<file path="src/source/cpu_types_pkg.sv">
package cpu_types_pkg;

	// ==============================
	// Data widths
	// ==============================

	// One machine word.
	typedef logic [31:0] word_t;

	// HI in [63:32], LO in [31:0].
	typedef logic [63:0] dword_t;

	// ==============================
	// Addresses and lanes
	// ==============================

	typedef logic [31:0] inst_addr_t;  // Fetch side pc.
	typedef logic [31:0] mem_addr_t;   // Data side byte address.

	// One enable per byte lane.
	typedef logic [3:0] byte_sel_t;

	// ==============================
	// Flags
	// ==============================

	typedef logic bit_t;

endpackage

</file>
<file path="src/source/cpu_oper_pkg.sv">
package cpu_oper_pkg;

	// ==============================
	// Decoded operation
	// ==============================

	typedef logic [3:0] oper_t;

	localparam oper_t OP_NOP   = 4'd0;

	// Result producing ops.
	localparam oper_t OP_ORI   = 4'd1;
	localparam oper_t OP_JAL   = 4'd2;
	localparam oper_t OP_MFHI  = 4'd3;
	localparam oper_t OP_MFLO  = 4'd4;

	// HI/LO writers.
	localparam oper_t OP_MTHI  = 4'd5;
	localparam oper_t OP_MTLO  = 4'd6;
	localparam oper_t OP_MADDU = 4'd7;  // Multi-cycle op that stalls EX.

	// ==============================
	// Memory access
	// ==============================

	localparam oper_t OP_LW    = 4'd8;
	localparam oper_t OP_SW    = 4'd9;

	// Codes 10 to 15 decode as no-ops in EX.

endpackage

</file>
<file path="src/source/ex_multi_cyc.sv">
`timescale 1ns/1ps

module ex_multi_cyc #(
	parameter int MADDU_CYCLES = 2
) (
	input  logic                  clk,
	input  logic                  rst,
	input  cpu_oper_pkg::oper_t   op,
	input  cpu_types_pkg::dword_t mul_u,
	input  cpu_types_pkg::dword_t hilo,
	output cpu_types_pkg::dword_t ret,
	output cpu_types_pkg::bit_t   is_busy
);

	import cpu_types_pkg::*;
	import cpu_oper_pkg::*;

	localparam int CNT_W = (MADDU_CYCLES > 1) ? $clog2(MADDU_CYCLES) : 1;
	localparam logic [CNT_W-1:0] CNT_LAST =
		CNT_W'((MADDU_CYCLES > 1) ? MADDU_CYCLES - 2 : 0);

	typedef enum logic [1:0] {
		IDLE,
		WORK,
		DONE
	} state_t;

	state_t           state;
	logic [CNT_W-1:0] cnt;
	bit_t             start;

	dword_t prod_q;  // Captured reg1 * reg2.
	dword_t acc_q;   // Captured HI/LO.
	dword_t sum_q;
	dword_t done_sum;

	assign start = !rst && (state == IDLE) && (op == OP_MADDU);

	// Busy from first sight of the op through the last WORK cycle.
	assign is_busy = start || (state == WORK);

	// ==============================
	// Control
	// ==============================

	always_ff @(posedge clk)
	begin
		if (rst)
		begin
			state <= IDLE;
			cnt   <= '0;
		end
		else
		begin
			case (state)
				IDLE:
				begin
					if (start)
					begin
						cnt   <= '0;
						state <= (MADDU_CYCLES > 1) ? WORK : DONE;
					end
				end
				WORK:
				begin
					if (cnt == CNT_LAST)
						state <= DONE;
					else
						cnt <= cnt + 1'b1;
				end
				default: state <= IDLE;  // Result leaves DONE at this edge.
			endcase
		end
	end

	// ==============================
	// Datapath
	// ==============================

	always_ff @(posedge clk)
	begin
		if (start)
		begin
			prod_q <= mul_u;
			acc_q  <= hilo;
		end
		if (state == WORK)
			sum_q <= prod_q + acc_q;  // Wraps mod 2^64.
	end

	// Single-cycle setting has no WORK pass.
	assign done_sum = (MADDU_CYCLES > 1) ? sum_q : prod_q + acc_q;
	assign ret      = (state == DONE) ? done_sum : '0;

endmodule

</file>
<file path="src/source/cpu_ex.sv">
`timescale 1ns/1ps

module cpu_ex #(
	parameter int MADDU_CYCLES = 2
) (
	input  logic                      clk,
	input  logic                      rst,
	input  cpu_oper_pkg::oper_t       op,
	input  cpu_types_pkg::inst_addr_t pc,
	input  cpu_types_pkg::word_t      reg1,
	input  cpu_types_pkg::word_t      reg2,
	input  cpu_types_pkg::word_t      imm,
	input  cpu_types_pkg::dword_t     hilo_unsafe,
	input  cpu_types_pkg::bit_t       mem_hilo_we,
	input  cpu_types_pkg::dword_t     mem_hilo_wdata,
	output cpu_types_pkg::bit_t       hilo_we,
	output cpu_types_pkg::dword_t     hilo_wdata,
	output cpu_types_pkg::bit_t       memory_ce,
	output cpu_types_pkg::bit_t       memory_we,
	output cpu_types_pkg::mem_addr_t  memory_addr,
	output cpu_types_pkg::word_t      memory_wdata,
	output cpu_types_pkg::byte_sel_t  memory_sel,
	output cpu_types_pkg::word_t      ret,
	output cpu_types_pkg::bit_t       stall_req
);

	import cpu_types_pkg::*;
	import cpu_oper_pkg::*;

	// ==============================
	// HI/LO source select
	// ==============================

	dword_t hilo_safe;
	word_t  hi;
	word_t  lo;

	always_comb
	begin
		if (rst)
			hilo_safe = '0;
		else if (mem_hilo_we)
			hilo_safe = mem_hilo_wdata;  // Write still sitting in MEM.
		else
			hilo_safe = hilo_unsafe;
	end

	assign {hi, lo} = hilo_safe;

	// ==============================
	// Memory request
	// ==============================

	bit_t is_load;
	bit_t is_store;

	assign is_load      = (op == OP_LW);
	assign is_store     = (op == OP_SW);
	assign memory_ce    = is_load | is_store;
	assign memory_we    = is_store;
	assign memory_addr  = reg1 + imm;
	assign memory_wdata = reg2;
	assign memory_sel   = memory_ce ? 4'b1111 : 4'b0000;  // Word access only.

	// ==============================
	// Multiply-accumulate
	// ==============================

	dword_t mul_u;
	dword_t multi_cyc_ret;
	bit_t   we_hilo;

	assign mul_u = dword_t'(reg1) * dword_t'(reg2);

	ex_multi_cyc #(
		.MADDU_CYCLES(MADDU_CYCLES)
	) multi_cyc_instance (
		.clk    (clk),
		.rst    (rst),
		.op     (op),
		.mul_u  (mul_u),
		.hilo   (hilo_safe),
		.ret    (multi_cyc_ret),
		.is_busy(stall_req)
	);

	assign we_hilo = (op == OP_MTHI) || (op == OP_MTLO) || (op == OP_MADDU);

	// MADDU only writes in its DONE cycle.
	assign hilo_we = we_hilo & ~stall_req;

	// ==============================
	// Result and HI/LO data
	// ==============================

	always_comb
	begin
		ret        = '0;
		hilo_wdata = hilo_safe;
		case (op)
			OP_ORI:   ret = reg1 | imm;
			OP_JAL:   ret = pc + 32'd8;  // Return past the delay slot.
			OP_MFHI:  ret = hi;
			OP_MFLO:  ret = lo;
			OP_MTHI:  hilo_wdata = {reg1, lo};
			OP_MTLO:  hilo_wdata = {hi, reg1};
			OP_MADDU: hilo_wdata = multi_cyc_ret;
			default:  ret = '0;
		endcase
	end

endmodule

</file>
<file path="src/source/cpu_ex_mem.sv">
`timescale 1ns/1ps

module cpu_ex_mem (
	input  logic                     clk,
	input  logic                     rst,
	input  cpu_types_pkg::bit_t      stall,
	input  cpu_types_pkg::word_t     ret,
	input  cpu_types_pkg::bit_t      memory_ce,
	input  cpu_types_pkg::bit_t      memory_we,
	input  cpu_types_pkg::mem_addr_t memory_addr,
	input  cpu_types_pkg::word_t     memory_wdata,
	input  cpu_types_pkg::byte_sel_t memory_sel,
	input  cpu_types_pkg::bit_t      hilo_we,
	input  cpu_types_pkg::dword_t    hilo_wdata,
	output cpu_types_pkg::word_t     mem_ret,
	output cpu_types_pkg::bit_t      mem_ce,
	output cpu_types_pkg::bit_t      mem_we,
	output cpu_types_pkg::mem_addr_t mem_addr,
	output cpu_types_pkg::word_t     mem_wdata,
	output cpu_types_pkg::byte_sel_t mem_sel,
	output cpu_types_pkg::bit_t      mem_hilo_we,
	output cpu_types_pkg::dword_t    mem_hilo_wdata
);

	// ==============================
	// EX/MEM register
	// ==============================

	always_ff @(posedge clk)
	begin
		if (rst || stall)
		begin
			// Bubble while EX is busy.
			mem_ret        <= '0;
			mem_ce         <= 1'b0;
			mem_we         <= 1'b0;
			mem_addr       <= '0;
			mem_wdata      <= '0;
			mem_sel        <= '0;
			mem_hilo_we    <= 1'b0;
			mem_hilo_wdata <= '0;
		end
		else
		begin
			mem_ret        <= ret;
			mem_ce         <= memory_ce;
			mem_we         <= memory_we;
			mem_addr       <= memory_addr;
			mem_wdata      <= memory_wdata;
			mem_sel        <= memory_sel;
			mem_hilo_we    <= hilo_we;  // Also feeds the EX forward path.
			mem_hilo_wdata <= hilo_wdata;
		end
	end

endmodule

</file>
<file path="src/source/cpu_hilo.sv">
`timescale 1ns/1ps

module cpu_hilo (
	input  logic                  clk,
	input  logic                  rst,
	input  cpu_types_pkg::bit_t   we,
	input  cpu_types_pkg::dword_t wdata,
	output cpu_types_pkg::dword_t hilo
);

	// ==============================
	// Architectural HI/LO
	// ==============================

	always_ff @(posedge clk)
	begin
		if (rst)
		begin
			hilo <= '0;
		end
		else if (we)
		begin
			// Commit from MEM.
			hilo <= wdata;
		end
	end

endmodule

</file>
<file path="src/source/cpu_ex_top.sv">
`timescale 1ns/1ps

module cpu_ex_top #(
	parameter int MADDU_CYCLES = 2
) (
	input  logic                      clk,
	input  logic                      rst,
	input  cpu_oper_pkg::oper_t       op,
	input  cpu_types_pkg::inst_addr_t pc,
	input  cpu_types_pkg::word_t      reg1,
	input  cpu_types_pkg::word_t      reg2,
	input  cpu_types_pkg::word_t      imm,
	output cpu_types_pkg::bit_t       stall,
	output cpu_types_pkg::bit_t       mem_ce,
	output cpu_types_pkg::bit_t       mem_we,
	output cpu_types_pkg::mem_addr_t  mem_addr,
	output cpu_types_pkg::word_t      mem_wdata,
	output cpu_types_pkg::byte_sel_t  mem_sel,
	output cpu_types_pkg::word_t      mem_ret,
	output cpu_types_pkg::dword_t     hilo
);

	import cpu_types_pkg::*;

	// EX outputs.
	word_t     ex_ret;
	bit_t      ex_ce;
	bit_t      ex_we;
	mem_addr_t ex_addr;
	word_t     ex_wdata;
	byte_sel_t ex_sel;
	bit_t      ex_hilo_we;
	dword_t    ex_hilo_wdata;

	// MEM stage HI/LO write, to forward and commit.
	bit_t      mem_hilo_we;
	dword_t    mem_hilo_wdata;

	// ==============================
	// Stages
	// ==============================

	cpu_ex #(
		.MADDU_CYCLES(MADDU_CYCLES)
	) ex_instance (
		.clk           (clk),
		.rst           (rst),
		.op            (op),
		.pc            (pc),
		.reg1          (reg1),
		.reg2          (reg2),
		.imm           (imm),
		.hilo_unsafe   (hilo),
		.mem_hilo_we   (mem_hilo_we),
		.mem_hilo_wdata(mem_hilo_wdata),
		.hilo_we       (ex_hilo_we),
		.hilo_wdata    (ex_hilo_wdata),
		.memory_ce     (ex_ce),
		.memory_we     (ex_we),
		.memory_addr   (ex_addr),
		.memory_wdata  (ex_wdata),
		.memory_sel    (ex_sel),
		.ret           (ex_ret),
		.stall_req     (stall)
	);

	cpu_ex_mem ex_mem_instance (
		.clk           (clk),
		.rst           (rst),
		.stall         (stall),
		.ret           (ex_ret),
		.memory_ce     (ex_ce),
		.memory_we     (ex_we),
		.memory_addr   (ex_addr),
		.memory_wdata  (ex_wdata),
		.memory_sel    (ex_sel),
		.hilo_we       (ex_hilo_we),
		.hilo_wdata    (ex_hilo_wdata),
		.mem_ret       (mem_ret),
		.mem_ce        (mem_ce),
		.mem_we        (mem_we),
		.mem_addr      (mem_addr),
		.mem_wdata     (mem_wdata),
		.mem_sel       (mem_sel),
		.mem_hilo_we   (mem_hilo_we),
		.mem_hilo_wdata(mem_hilo_wdata)
	);

	cpu_hilo hilo_instance (
		.clk  (clk),
		.rst  (rst),
		.we   (mem_hilo_we),
		.wdata(mem_hilo_wdata),
		.hilo (hilo)
	);

endmodule

</file>
<file path="config.mk">
export PLATFORM = sky130hd
export DESIGN_NAME = cpu_ex_top
export DESIGN_NICKNAME = d
export VERILOG_FILES = /design/src/source/cpu_types_pkg.sv /design/src/source/cpu_oper_pkg.sv /design/src/source/ex_multi_cyc.sv /design/src/source/cpu_ex.sv /design/src/source/cpu_ex_mem.sv /design/src/source/cpu_hilo.sv /design/src/source/cpu_ex_top.sv
export SDC_FILE = /design/constraint.sdc
export NUM_CORES = 2
export LEC_CHECK = 0
export ABC_AREA = 1
export BUFFER_PORTS_ARGS = -buffer_cell sky130_fd_sc_hd__buf_2
export CAP_MARGIN = 20
export CORE_ASPECT_RATIO = 0.9
export CORE_MARGIN = 3
export CORE_UTILIZATION = 40
export DETAILED_ROUTE_END_ITERATION = 16
export PLACE_DENSITY = 0.63
export REMOVE_ABC_BUFFERS = 1
export SLEW_MARGIN = 5
export SYNTH_ARGS = -nofsm -noshare
export SYNTH_HDL_FRONTEND = slang
export SYNTH_SLANG_ARGS = --single-unit
</file>
<file path="constraint.sdc">
create_clock -name clk -period 10.7 [get_ports clk]
set_input_delay 1.605 -clock clk [delete_from_list [all_inputs] [get_ports clk]]
set_output_delay 1.605 -clock clk [all_outputs]
set_load 0.005 [all_outputs]
</file>
[Word-level counts from Yosys, hierarchy flattened]
Index checks and enable logic that the tools add are counted.
Storage, ports and cells
  register bits: 426
  bits of input ports: 134
  word-level logic and storage cells: 59
Operators by class
  multipliers: 1
  add/sub/neg operators: 4
  equal/unequal tests: 13
  mux-type cells: 12
  reduce and logical (&&, ||, !) cells: 11
  bitwise gates (word level): 4
Operator list (count)
  $mux W64: 3
  $pmux W64 S3: 1
  $pmux W32 S4: 1
  $add A64 B64 Y64: 1
  $mul A32 B32 Y64: 1
  $add A32 B32 Y32: 1
  $add A32 B4 Y32 const B: 1
  $or A32 B32 Y32: 1
  $eq A4 B3 Y1 const B: 4
  $eq A4 B2 Y1 const B: 2
  $eq A4 B4 Y1 const B: 2
  $eq A4 B1 Y1 const B: 1
  $logic_or A1 B1 Y1: 4
  $mux W2: 2
  $mux W4: 1
  $ne A2 B2 Y1 const B: 2
  $pmux W2 S2: 1
  $reduce_and A2 Y1: 2
  $eq A2 B1 Y1 const B: 1
  $eq A2 B2 Y1 const B: 1
  $logic_and A1 B1 Y1: 2
  $logic_not A2 Y1: 1
  $mux W1: 2
  $pmux W1 S2: 1
  other kinds (6): 6

[Depth between registers and ports, before layout]
  depth after elaboration: 6
  depth in mapped cells: 33

[Hierarchy]
A second synthesis with hierarchy kept.
Unflattened totals
  cell total of the unflattened synthesis: 8725
  area, all modules: 62366.1 um^2
By module, submodules not included
  cpu_ex: cells each 6176, area an instance 42614.6 um^2, instances 1
  ex_multi_cyc: cells each 1622, area an instance 12294.3 um^2, instances 1
  cpu_ex_mem: cells each 522, area an instance 4790.8 um^2, instances 1
  cpu_hilo: cells each 405, area an instance 2666.3 um^2, instances 1

[Worst setup path after synthesis]
Ideal clock, no wire load.
  path type: input to register
  start: input port rst
  end: register ex_instance.multi_cyc_instance.acc_q[0] (enable)
  path slack: -744 ps
  required time: 9928 ps
  library setup time: 772 ps
  data arrival time: 10672 ps
  stages: 3
  buffers on the path: 2
  cell sequence: buf_2 > buf_2 > nor3_1
Between the ends
  word-level cells in the longest chain between the ends: 3
RTL lines
  start: declaration: RTL line cpu_ex_top.sv:7  | input logic rst,
  $logic_not A1 Y1: RTL line ex_multi_cyc.sv:37  | assign start = !rst && (state == IDLE) && (op == OP_MADDU);
  $logic_and A1 B1 Y1 (2 in a row): RTL line ex_multi_cyc.sv:37
  net ex_instance.multi_cyc_instance.start: RTL line ex_multi_cyc.sv:30  | bit_t start;
  end signal: assignment: RTL line ex_multi_cyc.sv:85  | acc_q <= hilo;
  end: declaration: RTL line ex_multi_cyc.sv:33  | dword_t acc_q;
The timed path passes the listed nets, and every way through them passes these cells.
A chain may end at the register's enable or synchronous reset.

[Final worst setup path]
  start: input port reg1[15]
  end: register ex_instance.multi_cyc_instance.prod_q[57], data pin
Between the ends
  word-level cells in the longest chain between the ends: 1
RTL lines
  start: declaration: RTL line cpu_ex_top.sv:10  | input cpu_types_pkg::word_t reg1,
  $mul A32 B32 Y64: RTL line cpu_ex.sv:73  | assign mul_u = dword_t'(reg1) * dword_t'(reg2);
  net ex_instance.mul_u[57]: RTL line cpu_ex.sv:69  | dword_t mul_u;
  end signal: assignment: RTL line ex_multi_cyc.sv:84  | prod_q <= mul_u;
  end: declaration: RTL line ex_multi_cyc.sv:32  | dword_t prod_q;
The timed path passes the listed nets, and every way through them passes these cells.

==> impl_results.md <==
- Cells after synthesis: a little over 8000
- Core ar.: 0.147 mm^2
- Root Driver: clkbuf_16
- Resize count post-CTS: 0
- Initial antenna violation count: 7
- Starting Density: roughly two fifths
- Ports: ~300
- Final min period: approximately 8.5 ns
- F_max: 117 MHz
- Tcrit/Tclk final: between 70% and 80%
- Post-synthesis xor/xnor area fraction: roughly 1.0%
- Post-synthesis compound-gate area fraction: 3.88%
- Final Cell Area: 0.0642 mm^2
- Hpwl dp: between 150000 and 200000 um
- Layout Nets: approximately 9700
- # clock sinks: approximately 420
- Vias per cell: 4.96
- Buffers on Ports: 300
- Slew headroom: around a quarter
- CP Launch Type: input port
- # Post-CTS Setup Buffers: 0
- CP arrival: around 8.9 ns
- Final hold viol count: 0
- TritonCTS Buffers: just under 50
- Wire per inst: between 20 and 25 um
- First-pass GRT wire length: ~320000 um
- WL final: around 210000 um
- DRT Pass-1 Iters: 6
- Dominant cell type by area after synthesis: fa_1
- Least-Margin Pin Slew: 1.14 ns
- Area grow syn2layout: 7.84%
- Netlist Area Pre-Place: about 0.060 mm^2
- Syn. warnings: 0
- Mux cell area share after synthesis: 0%
- Detail Route Antenna Nets: 0
- Vias in the first global route: between 50000 and 60000
- Crit end category: flip-flop
- Placed Instance Area: around 0.063 mm^2
- Clk_lat worst skew: approximately 0.61 ns
- Clock-pin slew on the worst setup and hold paths: ~0.07 ns
- GR Util All Layers: 27.4%
- Residual DRC: 0
- CP Max Fanout: 34
- Crit path largest cell delay: 0.82 ns
- Layout cells sized above 1: 5.64%
- Largest net degree at the start of global routing: ~130
- CTS tree: built
- Simple-Gate Fraction of Synth Area: between 20% and 30%
- Die area: 0.154 mm^2
- Share of the synthesized area in the top cell type: between 30 and 40%
- Synthesized flop and latch total: about 420
- WP data required: about 11 ns
- Worst-case clock buffer depth: 3
- Max Clock Skew: 0.0331 ns
- Placer Congestion: 0.990
- Vias after detailed routing: roughly 51000
- Total global routing overflow: 0
- Hold Crit Class: flip-flop to flip-flop
- Hold buffer count at cts: 0
- Die H: roughly 370 um
- Initial DRC count: 4647
- Row count: ~130
- Max_cap viols: 0
- Main combinational cell family by area after synthesis: adder cells
- Setup-failing EPs final: 0
- RSZ-0062 raised after global routing: no
- Critical path's slowest cell: buf_2
- Post-synthesis sequential area ratio: between 15 and 20%
- Synth cell types: 43
- Syn avg cell area: around 7.2 um^2
- Die span in x: 413 um
- Status: completed
- Hold depth: 2
- Area contributors post-synth: fa_1, nand2_1, inv_1
- H-tree lvl count: 2
- Adder-Cell Fraction of Synth Area: between 30% and 40%
- Crit Path Class: input port to flip-flop
- Final number of max-transition violations: 0
- R2R cell count: 8
logic make-up after synthesis:
family	count (synthesis)
DFF	421
AOI/OAI and AO/OA	418
and+or+nand+nor	3345
xor gates and xnor gates	71
buffers and inverters	2678
adders and majority gates	1288
Yosys cell counts (all sizes together):
library cell  count
o21ai            95
nor2            490
nand4            34
and2              4
clkbuf          271
o22ai            87
or3              25
nor3             86
nor3b             1
a21o              3
a221oi            1
xor2             65
edfxtp          192
nand2          2507
a211oi            1
dfxtp           229
a31oi            11
nand3           173
a21boi            2
nor4              5
o21a              9
clkinv            1
inv            2352
buf              54
ha              390
fa              898
xnor2             6
and3              2
a21oi           190
nand3b            5
or2              13
o21bai           19
per-layer routing:
| layer | share of wire [%] | global-route usage, % |
|---|---|---|
| met5 | 0 | 0 |
| met4 | 3.0 | 7.24 |
| met3 | 7.0 | 2.99 |
| met2 | 46 | 45.8 |
| met1 | 44 | 37.7 |
worst paths after layout:
path                                       from                                         to  slack (ns)
max reg2reg         ex_mem_instance.mem_hilo_we                ex_mem_instance.mem_ret[22]        7.69
min reg2reg  ex_mem_instance.mem_hilo_wdata[47]                     hilo_instance.hilo[47]        0.52
max                                    reg1[15]  ex_instance.multi_cyc_instance.prod_q[57]        2.18
min          ex_mem_instance.mem_hilo_wdata[47]                     hilo_instance.hilo[47]        0.52
registers in the layout (all words and copies together) (netlist names):
register and flops:
ex_mem_instance.mem_wdata 32, ex_instance.multi_cyc_instance.done_sum 64, ex_mem_instance.mem_addr 32, ex_mem_instance.mem_ret 32
ex_mem_instance.mem_we 1, ex_instance.multi_cyc_instance.prod_q 64, hilo_instance.hilo 64, ex_mem_instance.mem_hilo_wdata 64
ex_instance.multi_cyc_instance.state 2, ex_mem_instance.mem_hilo_we 1, ex_instance.multi_cyc_instance.acc_q 64, ex_mem_instance.mem_sel 1
critical path, delay by kind of cell:
| kind | cells | cell delay (ns) |
|---|---|---|
| adder cells (fa/ha/maj) | 9 | 4.15 |
| AND/OR/NAND/NOR | 10 | 1.37 |
| buffers and inverters | 8 | 1.26 |
| AO/OA/AOI/OAI | 1 | 0.42 |
cell type report:
| cell class | instances | area, um^2 |
|---|---|---|
| clock inverters | 31 | 357 |
| well taps | 1957 | 2450 |
| inverters | 2353 | 8830 |
| flip-flops and latches | 421 | 10400 |
| multi-input cells | 5122 | 39000 |
| diodes | 4 | 10.0 |
| clock buffers | 60 | 1330 |
| repair buffers | 346 | 1870 |
| fillers | 15200 | 82700 |
layout by cell type (no fill, tap or decap), types with 87 or more instances in the layout:
master,n
a21oi_1,190
nand3_1,171
nor2_1,487
dfxtp_1,228
inv_1,2346
ha_1,390
fa_1,898
edfxtp_1,192
buf_2,300
o22ai_1,87
nand2_1,2503
through the flow:
step	setup slack (ns)	setup TNS (ns)	utilization, %	hold WS (ns)	instances
2_1_floorplan	-0.693	-88.68	-	0.477	7896
3_3_place_gp	1.65	0	42.5	0.491	10200
3_5_place_dp	1.68	0	42.5	0.499	10200
4_1_cts	2.32	0	43.7	0.511	10300
5_1_grt	1.88	0	43.7	0.547	10300
6_report	2.18	0	43.7	0.516	10300
Power is not shown: default switching activity piles up to over one toggle a cycle in this logic, so the estimate is an artifact.
